<file path="src/rtl/matrix_pkg.sv">
package matrix_pkg;

	// ==============================
	// dimensions
	// ==============================
	localparam int MAX_DIM = 5;  // rows and cols alike
	typedef logic [2:0] dim_t;   // only 1..MAX_DIM is legal

	// ==============================
	// elements
	// ==============================
	localparam int ELEM_MAX = 9; // single decimal digit, min is 0
	typedef logic [7:0] elem_t;

	// row-major, element (r,c) at r*MAX_DIM+c, 200 bits in all
	typedef elem_t [MAX_DIM*MAX_DIM-1:0] matrix_t;

	// ==============================
	// store slots and console mode
	// ==============================
	localparam int SLOTS = 2;
	typedef logic slot_t;

	typedef enum logic [1:0] {
		MODE_IDLE    = 2'd0,
		MODE_INPUT   = 2'd1, // text in, echo out
		MODE_DISPLAY = 2'd2  // slot digit in, reprint out
	} mode_t;

endpackage

</file>
<file path="src/rtl/uart_pkg.sv">
package uart_pkg;

	// ==============================
	// serial character
	// ==============================
	typedef logic [7:0] byte_t; // one 8N1 character

	// ==============================
	// ascii codes used on the line
	// ==============================
	localparam byte_t CH_ZERO  = 8'h30; // ascii '0' plus the digit value
	localparam byte_t CH_SPACE = 8'h20; // element separator
	localparam byte_t CH_CR    = 8'h0d;
	localparam byte_t CH_LF    = 8'h0a;

endpackage
</file>
<file path="src/rtl/sys_top.sv">
`timescale 1ns/1ps

module sys_top #(
	parameter int CLKS_PER_BIT    = 434,       // 50 MHz at 115200 baud
	parameter int DEBOUNCE_CYCLES = 1_000_000, // about 20 ms
	parameter int FLASH_CYCLES    = 25_000_000 // half a second
) (
	input  logic       clk,
	input  logic       rst_n,
	input  logic [2:0] command,
	input  logic       btn_confirm,
	input  logic       uart_rxd,
	output logic       uart_txd,
	output logic [7:0] led,
	output logic [7:0] ld2
);
	import uart_pkg::*;
	import matrix_pkg::*;

	// ==============================
	// interconnect
	// ==============================
	byte_t   rx_data;
	logic    rx_done;
	logic    tx_en;
	byte_t   tx_data;
	logic    tx_busy;
	mode_t   mode;
	logic    wr_en;       // parser to store
	dim_t    wr_m;
	dim_t    wr_n;
	matrix_t wr_data;
	logic    rd_en;
	slot_t   rd_index;
	logic    parse_error;
	logic    out_valid;   // store to printer
	dim_t    out_m;
	dim_t    out_n;
	matrix_t out_data;
	logic    rd_error;
	logic    written;

	uart_rx #(.CLKS_PER_BIT(CLKS_PER_BIT)) u_uart_rx (
		.clk(clk), .rst_n(rst_n), .uart_rxd(uart_rxd),
		.rx_data(rx_data), .rx_done(rx_done)
	);

	mode_ctrl #(.DEBOUNCE_CYCLES(DEBOUNCE_CYCLES), .FLASH_CYCLES(FLASH_CYCLES)) u_mode_ctrl (
		.clk(clk), .rst_n(rst_n), .command(command), .btn_confirm(btn_confirm),
		.store_flag({out_valid, written}), .error_flag({parse_error, rd_error}),
		.mode(mode), .led(led), .ld2(ld2)
	);

	matrix_parser u_parser (
		.clk(clk), .rst_n(rst_n), .mode(mode), .rx_data(rx_data), .rx_done(rx_done),
		.wr_en(wr_en), .wr_m(wr_m), .wr_n(wr_n), .wr_data(wr_data),
		.rd_en(rd_en), .rd_index(rd_index), .parse_error(parse_error)
	);

	matrix_store u_store (
		.clk(clk), .rst_n(rst_n), .wr_en(wr_en), .wr_m(wr_m), .wr_n(wr_n), .wr_data(wr_data),
		.rd_en(rd_en), .rd_index(rd_index), .out_valid(out_valid), .out_m(out_m),
		.out_n(out_n), .out_data(out_data), .rd_error(rd_error), .written(written)
	);

	// one printer serves both echo and reprint
	matrix_printer u_printer (
		.clk(clk), .rst_n(rst_n), .start(out_valid), .m(out_m), .n(out_n), .data(out_data),
		.tx_busy(tx_busy), .tx_en(tx_en), .tx_data(tx_data),
		.busy(), .done()
	);

	uart_tx #(.CLKS_PER_BIT(CLKS_PER_BIT)) u_uart_tx (
		.clk(clk), .rst_n(rst_n), .tx_en(tx_en), .tx_data(tx_data),
		.uart_txd(uart_txd), .tx_busy(tx_busy)
	);

endmodule

</file>
<file path="src/rtl/matrix_printer.sv">
`timescale 1ns/1ps

module matrix_printer (
	input  logic                clk,
	input  logic                rst_n,
	input  logic                start,
	input  matrix_pkg::dim_t    m,
	input  matrix_pkg::dim_t    n,
	input  matrix_pkg::matrix_t data,
	input  logic                tx_busy,
	output logic                tx_en,
	output uart_pkg::byte_t     tx_data,
	output logic                busy,
	output logic                done
);
	import uart_pkg::*;
	import matrix_pkg::*;

	typedef enum logic [1:0] {
		PR_IDLE,
		PR_SEND,    // wait for a free transmitter, then fire
		PR_WAIT_HI, // character accepted
		PR_WAIT_LO  // character on the line
	} pr_state_t;

	typedef enum logic [1:0] {
		PH_DIGIT,
		PH_SPACE,
		PH_CR,
		PH_LF
	} phase_t;

	pr_state_t  state;
	phase_t     phase;
	dim_t       m_q;
	dim_t       n_q;
	dim_t       row;
	dim_t       col;
	matrix_t    mat_q;
	logic [4:0] idx;
	byte_t      ch;    // character for the current phase

	assign idx  = 5'(row) * 5'(MAX_DIM) + 5'(col);
	assign busy = (state != PR_IDLE);

	always_comb begin
		case (phase)
			PH_DIGIT: ch = CH_ZERO + mat_q[idx];
			PH_SPACE: ch = CH_SPACE;
			PH_CR:    ch = CH_CR;
			default:  ch = CH_LF;
		endcase
	end

	// ==============================
	// sequencing
	// ==============================
	always_ff @(posedge clk or negedge rst_n) begin
		if (!rst_n) begin
			state <= PR_IDLE;
			phase <= PH_DIGIT;
			row   <= '0;
			col   <= '0;
			tx_en <= 1'b0;
			done  <= 1'b0;
		end else begin
			tx_en <= 1'b0;
			done  <= 1'b0;
			case (state)
				PR_IDLE: begin
					if (start) begin // start while busy is dropped
						state <= PR_SEND;
						phase <= PH_DIGIT;
						row   <= '0;
						col   <= '0;
					end
				end
				PR_SEND: begin
					if (!tx_busy) begin
						tx_en <= 1'b1;
						state <= PR_WAIT_HI;
					end
				end
				PR_WAIT_HI: begin
					if (tx_busy)
						state <= PR_WAIT_LO;
				end
				PR_WAIT_LO: begin
					if (!tx_busy) begin
						state <= PR_SEND;
						case (phase)
							PH_DIGIT: phase <= (col == n_q - 1'b1) ? PH_CR : PH_SPACE;
							PH_SPACE: begin
								phase <= PH_DIGIT;
								col   <= col + 1'b1;
							end
							PH_CR:    phase <= PH_LF;
							default: begin // LF closes the row
								phase <= PH_DIGIT;
								col   <= '0;
								if (row == m_q - 1'b1) begin
									state <= PR_IDLE;
									done  <= 1'b1;
								end else
									row <= row + 1'b1;
							end
						endcase
					end
				end
				default: state <= PR_IDLE;
			endcase
		end
	end

	// matrix copy and outgoing character
	always_ff @(posedge clk) begin
		if (state == PR_IDLE && start) begin
			m_q   <= m;
			n_q   <= n;
			mat_q <= data;
		end
		if (state == PR_SEND && !tx_busy)
			tx_data <= ch;
	end

endmodule

</file>
<file path="src/rtl/matrix_store.sv">
`timescale 1ns/1ps

module matrix_store (
	input  logic                clk,
	input  logic                rst_n,
	input  logic                wr_en,
	input  matrix_pkg::dim_t    wr_m,
	input  matrix_pkg::dim_t    wr_n,
	input  matrix_pkg::matrix_t wr_data,
	input  logic                rd_en,
	input  matrix_pkg::slot_t   rd_index,
	output logic                out_valid,
	output matrix_pkg::dim_t    out_m,
	output matrix_pkg::dim_t    out_n,
	output matrix_pkg::matrix_t out_data,
	output logic                rd_error,
	output logic                written
);
	import matrix_pkg::*;

	matrix_t          mem_data [SLOTS];
	dim_t             mem_m    [SLOTS];
	dim_t             mem_n    [SLOTS];
	logic [SLOTS-1:0] filled;  // slot has been written since reset
	slot_t            wr_ptr;  // round robin, slot 0 first

	// ==============================
	// slot bookkeeping
	// ==============================
	always_ff @(posedge clk or negedge rst_n) begin
		if (!rst_n) begin
			filled    <= '0;
			wr_ptr    <= '0;
			out_valid <= 1'b0;
			written   <= 1'b0;
			rd_error  <= 1'b0;
		end else begin
			out_valid <= 1'b0;
			written   <= 1'b0;
			rd_error  <= 1'b0;
			if (wr_en) begin
				filled[wr_ptr] <= 1'b1;
				wr_ptr    <= (wr_ptr == slot_t'(SLOTS - 1)) ? '0 : wr_ptr + 1'b1;
				out_valid <= 1'b1; // echo
				written   <= 1'b1;
			end else if (rd_en) begin
				out_valid <= filled[rd_index];
				rd_error  <= !filled[rd_index]; // empty slot
			end
		end
	end

	// ==============================
	// matrix memory and output
	// ==============================
	always_ff @(posedge clk) begin
		if (wr_en) begin
			mem_data[wr_ptr] <= wr_data;
			mem_m[wr_ptr]    <= wr_m;
			mem_n[wr_ptr]    <= wr_n;
			out_data         <= wr_data; // new matrix goes straight out
			out_m            <= wr_m;
			out_n            <= wr_n;
		end else if (rd_en) begin
			out_data <= mem_data[rd_index];
			out_m    <= mem_m[rd_index];
			out_n    <= mem_n[rd_index];
		end
	end

endmodule

</file>
<file path="src/rtl/matrix_parser.sv">
`timescale 1ns/1ps

module matrix_parser (
	input  logic                clk,
	input  logic                rst_n,
	input  matrix_pkg::mode_t   mode,
	input  uart_pkg::byte_t     rx_data,
	input  logic                rx_done,
	output logic                wr_en,
	output matrix_pkg::dim_t    wr_m,
	output matrix_pkg::dim_t    wr_n,
	output matrix_pkg::matrix_t wr_data,
	output logic                rd_en,
	output matrix_pkg::slot_t   rd_index,
	output logic                parse_error
);
	import uart_pkg::*;
	import matrix_pkg::*;

	typedef enum logic [1:0] {
		ST_ROWS,  // waiting for row count
		ST_COLS,  // waiting for col count
		ST_ELEMS
	} ps_state_t;

	ps_state_t  state;
	mode_t      mode_q;   // last mode, to spot a change
	dim_t       row;
	dim_t       col;
	logic [4:0] idx;      // flat element position
	byte_t      dval;     // byte minus '0'
	logic       is_digit;
	logic       is_sep;
	logic       is_dim;

	assign dval     = rx_data - CH_ZERO;
	assign is_digit = (rx_data >= CH_ZERO) && (dval <= byte_t'(ELEM_MAX));
	assign is_sep   = (rx_data == CH_SPACE) || (rx_data == CH_CR) || (rx_data == CH_LF);
	assign is_dim   = is_digit && (dval != 8'd0) && (dval <= byte_t'(MAX_DIM));
	assign idx      = 5'(row) * 5'(MAX_DIM) + 5'(col);

	// ==============================
	// control
	// ==============================
	always_ff @(posedge clk or negedge rst_n) begin
		if (!rst_n) begin
			state       <= ST_ROWS;
			mode_q      <= MODE_IDLE;
			row         <= '0;
			col         <= '0;
			wr_en       <= 1'b0;
			rd_en       <= 1'b0;
			parse_error <= 1'b0;
		end else begin
			mode_q      <= mode;
			wr_en       <= 1'b0;
			rd_en       <= 1'b0;
			parse_error <= 1'b0;
			if (mode != mode_q) begin
				state <= ST_ROWS; // partial matrix is dropped
			end else if (rx_done && mode == MODE_DISPLAY) begin
				if (is_digit && dval < byte_t'(SLOTS))
					rd_en <= 1'b1;
				else
					parse_error <= 1'b1;
			end else if (rx_done && mode == MODE_INPUT && !is_sep) begin
				case (state)
					ST_ROWS: begin
						if (is_dim)
							state <= ST_COLS;
						else
							parse_error <= 1'b1;
					end
					ST_COLS: begin
						row   <= '0;
						col   <= '0;
						state <= is_dim ? ST_ELEMS : ST_ROWS;
						parse_error <= !is_dim;
					end
					ST_ELEMS: begin
						if (!is_digit) begin
							parse_error <= 1'b1;
							state       <= ST_ROWS;
						end else if (col != wr_n - 1'b1) begin
							col <= col + 1'b1;
						end else begin
							col <= '0; // end of row
							if (row == wr_m - 1'b1) begin
								wr_en <= 1'b1; // last element in
								state <= ST_ROWS;
							end else
								row <= row + 1'b1;
						end
					end
					default: state <= ST_ROWS;
				endcase
			end
		end
	end

	// ==============================
	// captured values
	// ==============================
	always_ff @(posedge clk) begin
		if (rx_done && mode == mode_q) begin
			if (mode == MODE_DISPLAY)
				rd_index <= slot_t'(dval);
			else if (mode == MODE_INPUT && state == ST_ROWS && is_dim) begin
				wr_m    <= dim_t'(dval);
				wr_data <= '0; // unused positions read as zero
			end else if (mode == MODE_INPUT && state == ST_COLS && is_dim)
				wr_n <= dim_t'(dval);
			else if (mode == MODE_INPUT && state == ST_ELEMS && is_digit)
				wr_data[idx] <= elem_t'(dval);
		end
	end

endmodule

</file>
<file path="src/rtl/mode_ctrl.sv">
`timescale 1ns/1ps

module mode_ctrl #(
	parameter int DEBOUNCE_CYCLES = 1_000_000,
	parameter int FLASH_CYCLES    = 25_000_000
) (
	input  logic              clk,
	input  logic              rst_n,
	input  logic [2:0]        command,
	input  logic              btn_confirm,
	input  logic [1:0]        store_flag, // {out_valid, written}
	input  logic [1:0]        error_flag, // {parse_error, rd_error}
	output matrix_pkg::mode_t mode,
	output logic [7:0]        led,
	output logic [7:0]        ld2
);
	import matrix_pkg::*;

	localparam int DW = $clog2(DEBOUNCE_CYCLES + 1);
	localparam int FW = $clog2(FLASH_CYCLES + 1);

	logic [1:0]    btn_sync;
	logic          btn_db;   // debounced level
	logic [DW-1:0] db_cnt;
	logic          press;    // one cycle per confirmed press
	logic [1:0]    flash_ev; // bit 0 stored, bit 1 error

	// ==============================
	// confirm button
	// ==============================
	always_ff @(posedge clk or negedge rst_n) begin
		if (!rst_n) begin
			btn_sync <= 2'b00;
			btn_db   <= 1'b0;
			db_cnt   <= '0;
			press    <= 1'b0;
		end else begin
			btn_sync <= {btn_sync[0], btn_confirm};
			press    <= 1'b0;
			if (btn_sync[1] == btn_db) begin
				db_cnt <= '0; // bounce restarts the wait
			end else if (db_cnt == DW'(DEBOUNCE_CYCLES - 1)) begin
				db_cnt <= '0;
				btn_db <= btn_sync[1];
				press  <= btn_sync[1]; // rising edge only
			end else begin
				db_cnt <= db_cnt + 1'b1;
			end
		end
	end

	// ==============================
	// mode latch and mode leds
	// ==============================
	always_ff @(posedge clk or negedge rst_n) begin
		if (!rst_n) begin
			mode <= MODE_IDLE;
			led  <= 8'd0;
		end else begin
			if (press) begin
				case (command)
					3'd1:    mode <= MODE_INPUT;
					3'd2:    mode <= MODE_DISPLAY;
					default: mode <= MODE_IDLE;
				endcase
			end
			// led[3] input, led[1] display
			led <= {4'd0, mode == MODE_INPUT, 1'b0, mode == MODE_DISPLAY, 1'b0};
		end
	end

	// ==============================
	// event stretchers
	// ==============================
	assign flash_ev[0] = store_flag[1] & store_flag[0]; // echo of a write, not a reread
	assign flash_ev[1] = error_flag[1] | error_flag[0];

	for (genvar i = 0; i < 2; i++) begin : g_flash
		logic          on;
		logic [FW-1:0] cnt;

		always_ff @(posedge clk or negedge rst_n) begin
			if (!rst_n) begin
				on  <= 1'b0;
				cnt <= '0;
			end else if (flash_ev[i]) begin
				on  <= 1'b1;
				cnt <= '0; // new event restarts the count
			end else if (on) begin
				if (cnt == FW'(FLASH_CYCLES - 1))
					on <= 1'b0;
				else
					cnt <= cnt + 1'b1;
			end
		end
	end

	assign ld2 = {6'd0, g_flash[1].on, g_flash[0].on};

endmodule

</file>
<file path="src/rtl/uart_tx.sv">
`timescale 1ns/1ps

module uart_tx #(
	parameter int CLKS_PER_BIT = 434
) (
	input  logic            clk,
	input  logic            rst_n,
	input  logic            tx_en,
	input  uart_pkg::byte_t tx_data,
	output logic            uart_txd,
	output logic            tx_busy
);

	localparam int CW = $clog2(CLKS_PER_BIT + 1);
	localparam logic [CW-1:0] FULL = CW'(CLKS_PER_BIT - 1);

	logic [8:0]    frame;   // data bits then stop
	logic [CW-1:0] cnt;
	logic [3:0]    bit_idx; // 0 start, 1..8 data, 9 stop

	always_ff @(posedge clk or negedge rst_n) begin
		if (!rst_n) begin
			uart_txd <= 1'b1;
			tx_busy  <= 1'b0;
			frame    <= '1;
			cnt      <= '0;
			bit_idx  <= '0;
		end else if (!tx_busy) begin
			if (tx_en) begin // tx_en while busy never gets here
				uart_txd <= 1'b0; // start bit
				tx_busy  <= 1'b1;
				frame    <= {1'b1, tx_data};
				cnt      <= '0;
				bit_idx  <= '0;
			end
		end else if (cnt != FULL) begin
			cnt <= cnt + 1'b1;
		end else begin
			cnt <= '0;
			if (bit_idx == 4'd9) begin
				tx_busy <= 1'b0; // end of stop bit, line stays high
			end else begin
				uart_txd <= frame[0];
				frame    <= {1'b1, frame[8:1]};
				bit_idx  <= bit_idx + 1'b1;
			end
		end
	end

endmodule

</file>
<file path="src/rtl/uart_rx.sv">
`timescale 1ns/1ps

module uart_rx #(
	parameter int CLKS_PER_BIT = 434
) (
	input  logic            clk,
	input  logic            rst_n,
	input  logic            uart_rxd,
	output uart_pkg::byte_t rx_data,
	output logic            rx_done
);
	import uart_pkg::*;

	localparam int CW = $clog2(CLKS_PER_BIT + 1);
	localparam logic [CW-1:0] FULL = CW'(CLKS_PER_BIT - 1);
	localparam logic [CW-1:0] HALF = CW'(CLKS_PER_BIT / 2 - 1); // middle of start bit

	typedef enum logic [1:0] {
		RX_IDLE,
		RX_START,
		RX_DATA,
		RX_STOP
	} rx_state_t;

	logic [1:0]    rxd_sync; // two-flop synchronizer
	logic          rxd;
	rx_state_t     state;
	logic [CW-1:0] cnt;      // clocks within the bit
	logic [2:0]    bit_idx;
	byte_t         shreg;

	assign rxd = rxd_sync[1];

	always_ff @(posedge clk or negedge rst_n) begin
		if (!rst_n) begin
			rxd_sync <= 2'b11; // idle line is high
			state    <= RX_IDLE;
			cnt      <= '0;
			bit_idx  <= '0;
			rx_done  <= 1'b0;
		end else begin
			rxd_sync <= {rxd_sync[0], uart_rxd};
			rx_done  <= 1'b0;
			case (state)
				RX_IDLE: begin
					cnt     <= '0;
					bit_idx <= '0;
					if (!rxd)
						state <= RX_START; // falling edge
				end
				RX_START: begin
					if (cnt == HALF) begin
						cnt   <= '0;
						state <= rxd ? RX_IDLE : RX_DATA; // high again means a glitch
					end else
						cnt <= cnt + 1'b1;
				end
				RX_DATA: begin
					if (cnt == FULL) begin
						cnt     <= '0;
						bit_idx <= bit_idx + 1'b1;
						if (bit_idx == 3'd7)
							state <= RX_STOP;
					end else
						cnt <= cnt + 1'b1;
				end
				RX_STOP: begin
					if (cnt == FULL) begin
						cnt     <= '0;
						rx_done <= rxd; // low stop bit drops the frame
						state   <= RX_IDLE;
					end else
						cnt <= cnt + 1'b1;
				end
				default: state <= RX_IDLE;
			endcase
		end
	end

	// data path
	always_ff @(posedge clk) begin
		if (state == RX_DATA && cnt == FULL)
			shreg <= {rxd, shreg[7:1]}; // lsb arrives first
		if (state == RX_STOP && cnt == FULL && rxd)
			rx_data <= shreg;
	end

endmodule

</file>
<file path="config.mk">
export PLATFORM = sky130hd
export DESIGN_NAME = sys_top
export DESIGN_NICKNAME = d
export VERILOG_FILES = /design/src/rtl/matrix_pkg.sv /design/src/rtl/uart_pkg.sv /design/src/rtl/sys_top.sv /design/src/rtl/matrix_printer.sv /design/src/rtl/matrix_store.sv /design/src/rtl/matrix_parser.sv /design/src/rtl/mode_ctrl.sv /design/src/rtl/uart_tx.sv /design/src/rtl/uart_rx.sv
export SDC_FILE = /design/constraint.sdc
export NUM_CORES = 2
export LEC_CHECK = 0
export BUFFER_PORTS_ARGS = -buffer_cell sky130_fd_sc_hd__buf_2
export CORE_MARGIN = 5
export CORE_UTILIZATION = 45
export CTS_BUF_LIST = sky130_fd_sc_hd__clkbuf_2 sky130_fd_sc_hd__clkbuf_4 sky130_fd_sc_hd__clkbuf_8
export DETAILED_ROUTE_END_ITERATION = 6
export GPL_ROUTABILITY_DRIVEN = 1
export PLACE_DENSITY = 0.66
export SYNTH_ARGS = -nofsm -noshare
export SYNTH_HDL_FRONTEND = slang
export SYNTH_SLANG_ARGS = --single-unit
export TNS_END_PERCENT = 1
</file>
<file path="constraint.sdc">
create_clock -name clk -period 39.9 [get_ports clk]
set_input_delay 7.98 -clock clk [delete_from_list [all_inputs] [get_ports clk]]
set_output_delay 7.98 -clock clk [all_outputs]
set_load 0.005 [all_outputs]
</file>
==> out/metrics.cfg <==
[run_status]
status=complete, no violations

[worst_setup_path]
path_max_fanout=2
cpPeakStageDelay_ps=520
rr_worst_depth=10
worst-path-stages=1
list_of_cells_traversed_by_the_critical_path=buf_2
crit_type=reg -> out
timing.critical_path.required_ps=31920
crit_family=flip-flops
r2r_setup_slack_ps=34550
cp_startpoint=u_uart_tx.uart_txd
worstPathBufferInverterCount=1
timing.critical_path.to_type=primary output
worstPathArrival_ps=1450
worst_r2r_startpoint=u_uart_rx.rx_data[5]
worst_r2r_endpoint=u_parser.wr_data[108]
critPathSlowestCell=sky130_fd_sc_hd__dfstp_2
critical_path.endpoint=uart_txd
crit_path_start_kind=flop

[synth]
post_synth_xor_area_fraction_pct=2.08
synth_area_per_cell_um2=15.3
synth_enable_flop_cells=1055
ys.flop_type=sky130_fd_sc_hd__edfxtp_1
post_synthesis_compound_gate_area_fraction_pct=4.35
synth_simple_gate_area_share_pct=7.81
synth_mux_area_share_pct=10.7
ys_async_sr_fraction_pct=12.4
synth-warning-count=0
synthCells=3231
synth_top_family_by_area=multiplexers
synth_adder_area_share_pct=1.35
post_synthesis_instance_area_mm2=0.0494
synth.ff_latch_count=1206
synth.lib_cells_used.distinct=84
yosysSeqAreaShare_pct=71.8

[cts]
h-tree-depth=4
max-clock-path-buffers=3
cts_made_buffers=188
postCtsResizedCells=0
clk_latency_ps=850
ctsHoldBuffers=0
tritoncts=built
path_clk_slew_ps=60
cts_setup_buffers=0
cts_sinks=1206
clock-root-buffer=sky130_fd_sc_hd__clkbuf_8

[detailed_routing]
final_routed_drc_violation_total=0
dr.first_iter.drc_count=1872
num_vias=25900
wl_per_cell_um=20.2
detail_route.vias_per_cell=5.33
route.final.wire_length_um=98300
ant_nets=0
number_of_optimization_iterations_in_the_first_detailed_route_pass=7

[power]
cellPowerDensity_mw_per_mm2=43.3
design_power_total_mw=2.36
power.ir.vdd_worst_mv=0.0330
p_leak_nw=19.2

[floorplan]
count_of_standard_cell_rows=121
die_y_um=341
design.portCount=24
fp.dieArea_mm2=0.116
initial_utilization_pct=45.3
coreArea_mm2=0.109
die_x_extent_um=341

[timing]
timing.final.crit_period_ps=9430
final_count_of_pins_violating_max_slew=0
max_freq_mhz=106
period_share_pct=23.6
clock-skew-final_ps=35.1
report.final.setup_viol=0
max_slew_margin_pct=20.9
tightestPinTransition_ps=1180
setup_repair_after_global_routing_missed_its_margin=no
setup-tns-final_ps=0
report.final.hold_viol_count=0

[global_route]
grt_start_max_net_pins=254
antenna_found_initial=4
grt-ovfl-total=0
groute.usage.overall_pct=16.8
number_of_global_route_vias_before_repair=25900
grt_pass1_wl_um=152000

[placed_design]
hpwlAfterDp_um=51400
numPortBuffers=11
gp_congestion=0.743
placed_cell_area_mm2=0.0509

[finish]
filler_cell_count=9033
layout.area.seq_mm2=0.0355
final_cell_area_mm2=0.0545
share_of_final_layout_standard_cells_stronger_than_drive_strength_1_pct=13.6
growth_of_design_area_from_synthesis_to_finish_pct=10.3
area_used_by_multi_input_combinational_logic_mm2=0.0131
layout.nets=3360

[run]
timing.max_cap.violations=0

[hold_path]
hp-class=reg -> reg

[how the worst min path moves through the flow]
| stage | from | endpoint | depth (start not counted) |
|---|---|---|---|
| finish | u_mode_ctrl.btn_sync[0] | u_mode_ctrl.btn_sync[1] | 0 |
| global route | u_mode_ctrl.btn_sync[0] | u_mode_ctrl.btn_sync[1] | 0 |
| CTS | u_mode_ctrl.btn_sync[0] | u_mode_ctrl.btn_sync[1] | 0 |
| detailed placement | u_mode_ctrl.btn_sync[0] | u_mode_ctrl.btn_sync[1] | 0 |
| global placement | u_mode_ctrl.btn_sync[0] | u_mode_ctrl.btn_sync[1] | 0 |
| floorplan | u_mode_ctrl.btn_sync[0] | u_mode_ctrl.btn_sync[1] | 0 |
[sequential cells by signal, indices dropped and copies added, names as in the netlist, 4 cells and up, named ones only]
register / flops
u_printer.tx_data: 8
u_uart_rx.shreg: 8
u_store.mem_n: 6
u_mode_ctrl.g_flash.cnt: 50
u_uart_tx.cnt: 9
u_store.mem_m: 6
u_uart_tx.frame: 8
u_store.mem_data: 400
u_uart_rx.rx_data: 8
u_uart_rx.cnt: 9
u_printer.mat_q: 200
u_uart_tx.bit_idx: 4
u_mode_ctrl.db_cnt: 20
u_store.out_data: 200
u_parser.wr_data: 200
[layer usage]
metal	wire length, µm	share of wire (%)	up-vias	GRT usage (%)
met1	42800	44	12900	22.3
met4	2520	2.6	0	5.34
met2	47000	48	664	27.5
li1	-	-	12200	-
met5	0	0	-	0
met3	5990	6.1	179	3.96
[where the power goes]
part / leakage, nW / switching, mW / internal, mW
clock network: 1.91 / 0.472 / 0.529
registers: 11.5 / 0.000374 / 1.35
logic: 5.78 / 0.00378 / 0.000661
total: 19.2 / 0.476 / 1.88
[stage by stage]
step	utilization, %	hold slack [ps]	setup slack (ps)	std cells
after global placement	46.7	334	30330	4525
after global routing	50.0	366	30370	4862
after CTS	50.0	356	30380	4859
final	50.0	351	30470	4862
after floorplan	-	331	23730	3242
after detailed placement	46.7	343	30320	4525
[layout make-up]
class	count	area share, %
flip-flops and latches	1206	65.1
clock inverters	83	0.957
clock buffers	251	5.66
diodes	3	0.0138
inverters	33	0.227
well taps	1414	3.25
repair buffers	51	0.732
multi-input cells	1821	24.1
[Yosys cell counts (12+ instances only)]
cell	number	area (µm²)
sky130_fd_sc_hd__a211oi_1	28	210
sky130_fd_sc_hd__a21oi_1	24	120
sky130_fd_sc_hd__and3_1	21	131
sky130_fd_sc_hd__buf_1	17	63.8
sky130_fd_sc_hd__buf_2	30	150
sky130_fd_sc_hd__buf_4	17	128
sky130_fd_sc_hd__clkbuf_1	112	420
sky130_fd_sc_hd__dfrtp_1	139	3480
sky130_fd_sc_hd__edfxtp_1	1055	31700
sky130_fd_sc_hd__ha_1	50	626
sky130_fd_sc_hd__inv_1	33	124
sky130_fd_sc_hd__mux2i_1	389	3890
sky130_fd_sc_hd__mux4_2	56	1260
sky130_fd_sc_hd__nand2_1	276	1040
sky130_fd_sc_hd__nand2b_1	12	75.1
sky130_fd_sc_hd__nand3_1	33	165
sky130_fd_sc_hd__nand3b_1	13	97.6
sky130_fd_sc_hd__nand4_1	30	188
sky130_fd_sc_hd__nor2_1	318	1190
sky130_fd_sc_hd__nor3_1	23	115
sky130_fd_sc_hd__nor4_1	12	75.1
sky130_fd_sc_hd__o21ai_0	242	1210
sky130_fd_sc_hd__xnor2_1	39	342
sky130_fd_sc_hd__xor2_1	58	508
[logic make-up after synthesis]
family / Yosys count
AO/OA/AOI/OAI: 372
XOR/XNOR: 105
adder cells (fa/ha/maj): 52
buffers and inverters: 215
flip-flops: 1206
multiplexers: 456
other: 1
AND/OR/NAND/NOR: 824
[cells in the final DEF, fill, tap and decap left out, drive strengths merged, types with 50 or more instances in the layout]
cell,count
buf,51
dfrtp,139
nand2,277
mux2i,390
xor2,61
edfxtp,1055
clkinv,71
ha,50
mux4,56
clkbuf,251
nor2,319
o21ai,252
Note: power is estimated with default switching activity, not from simulation.
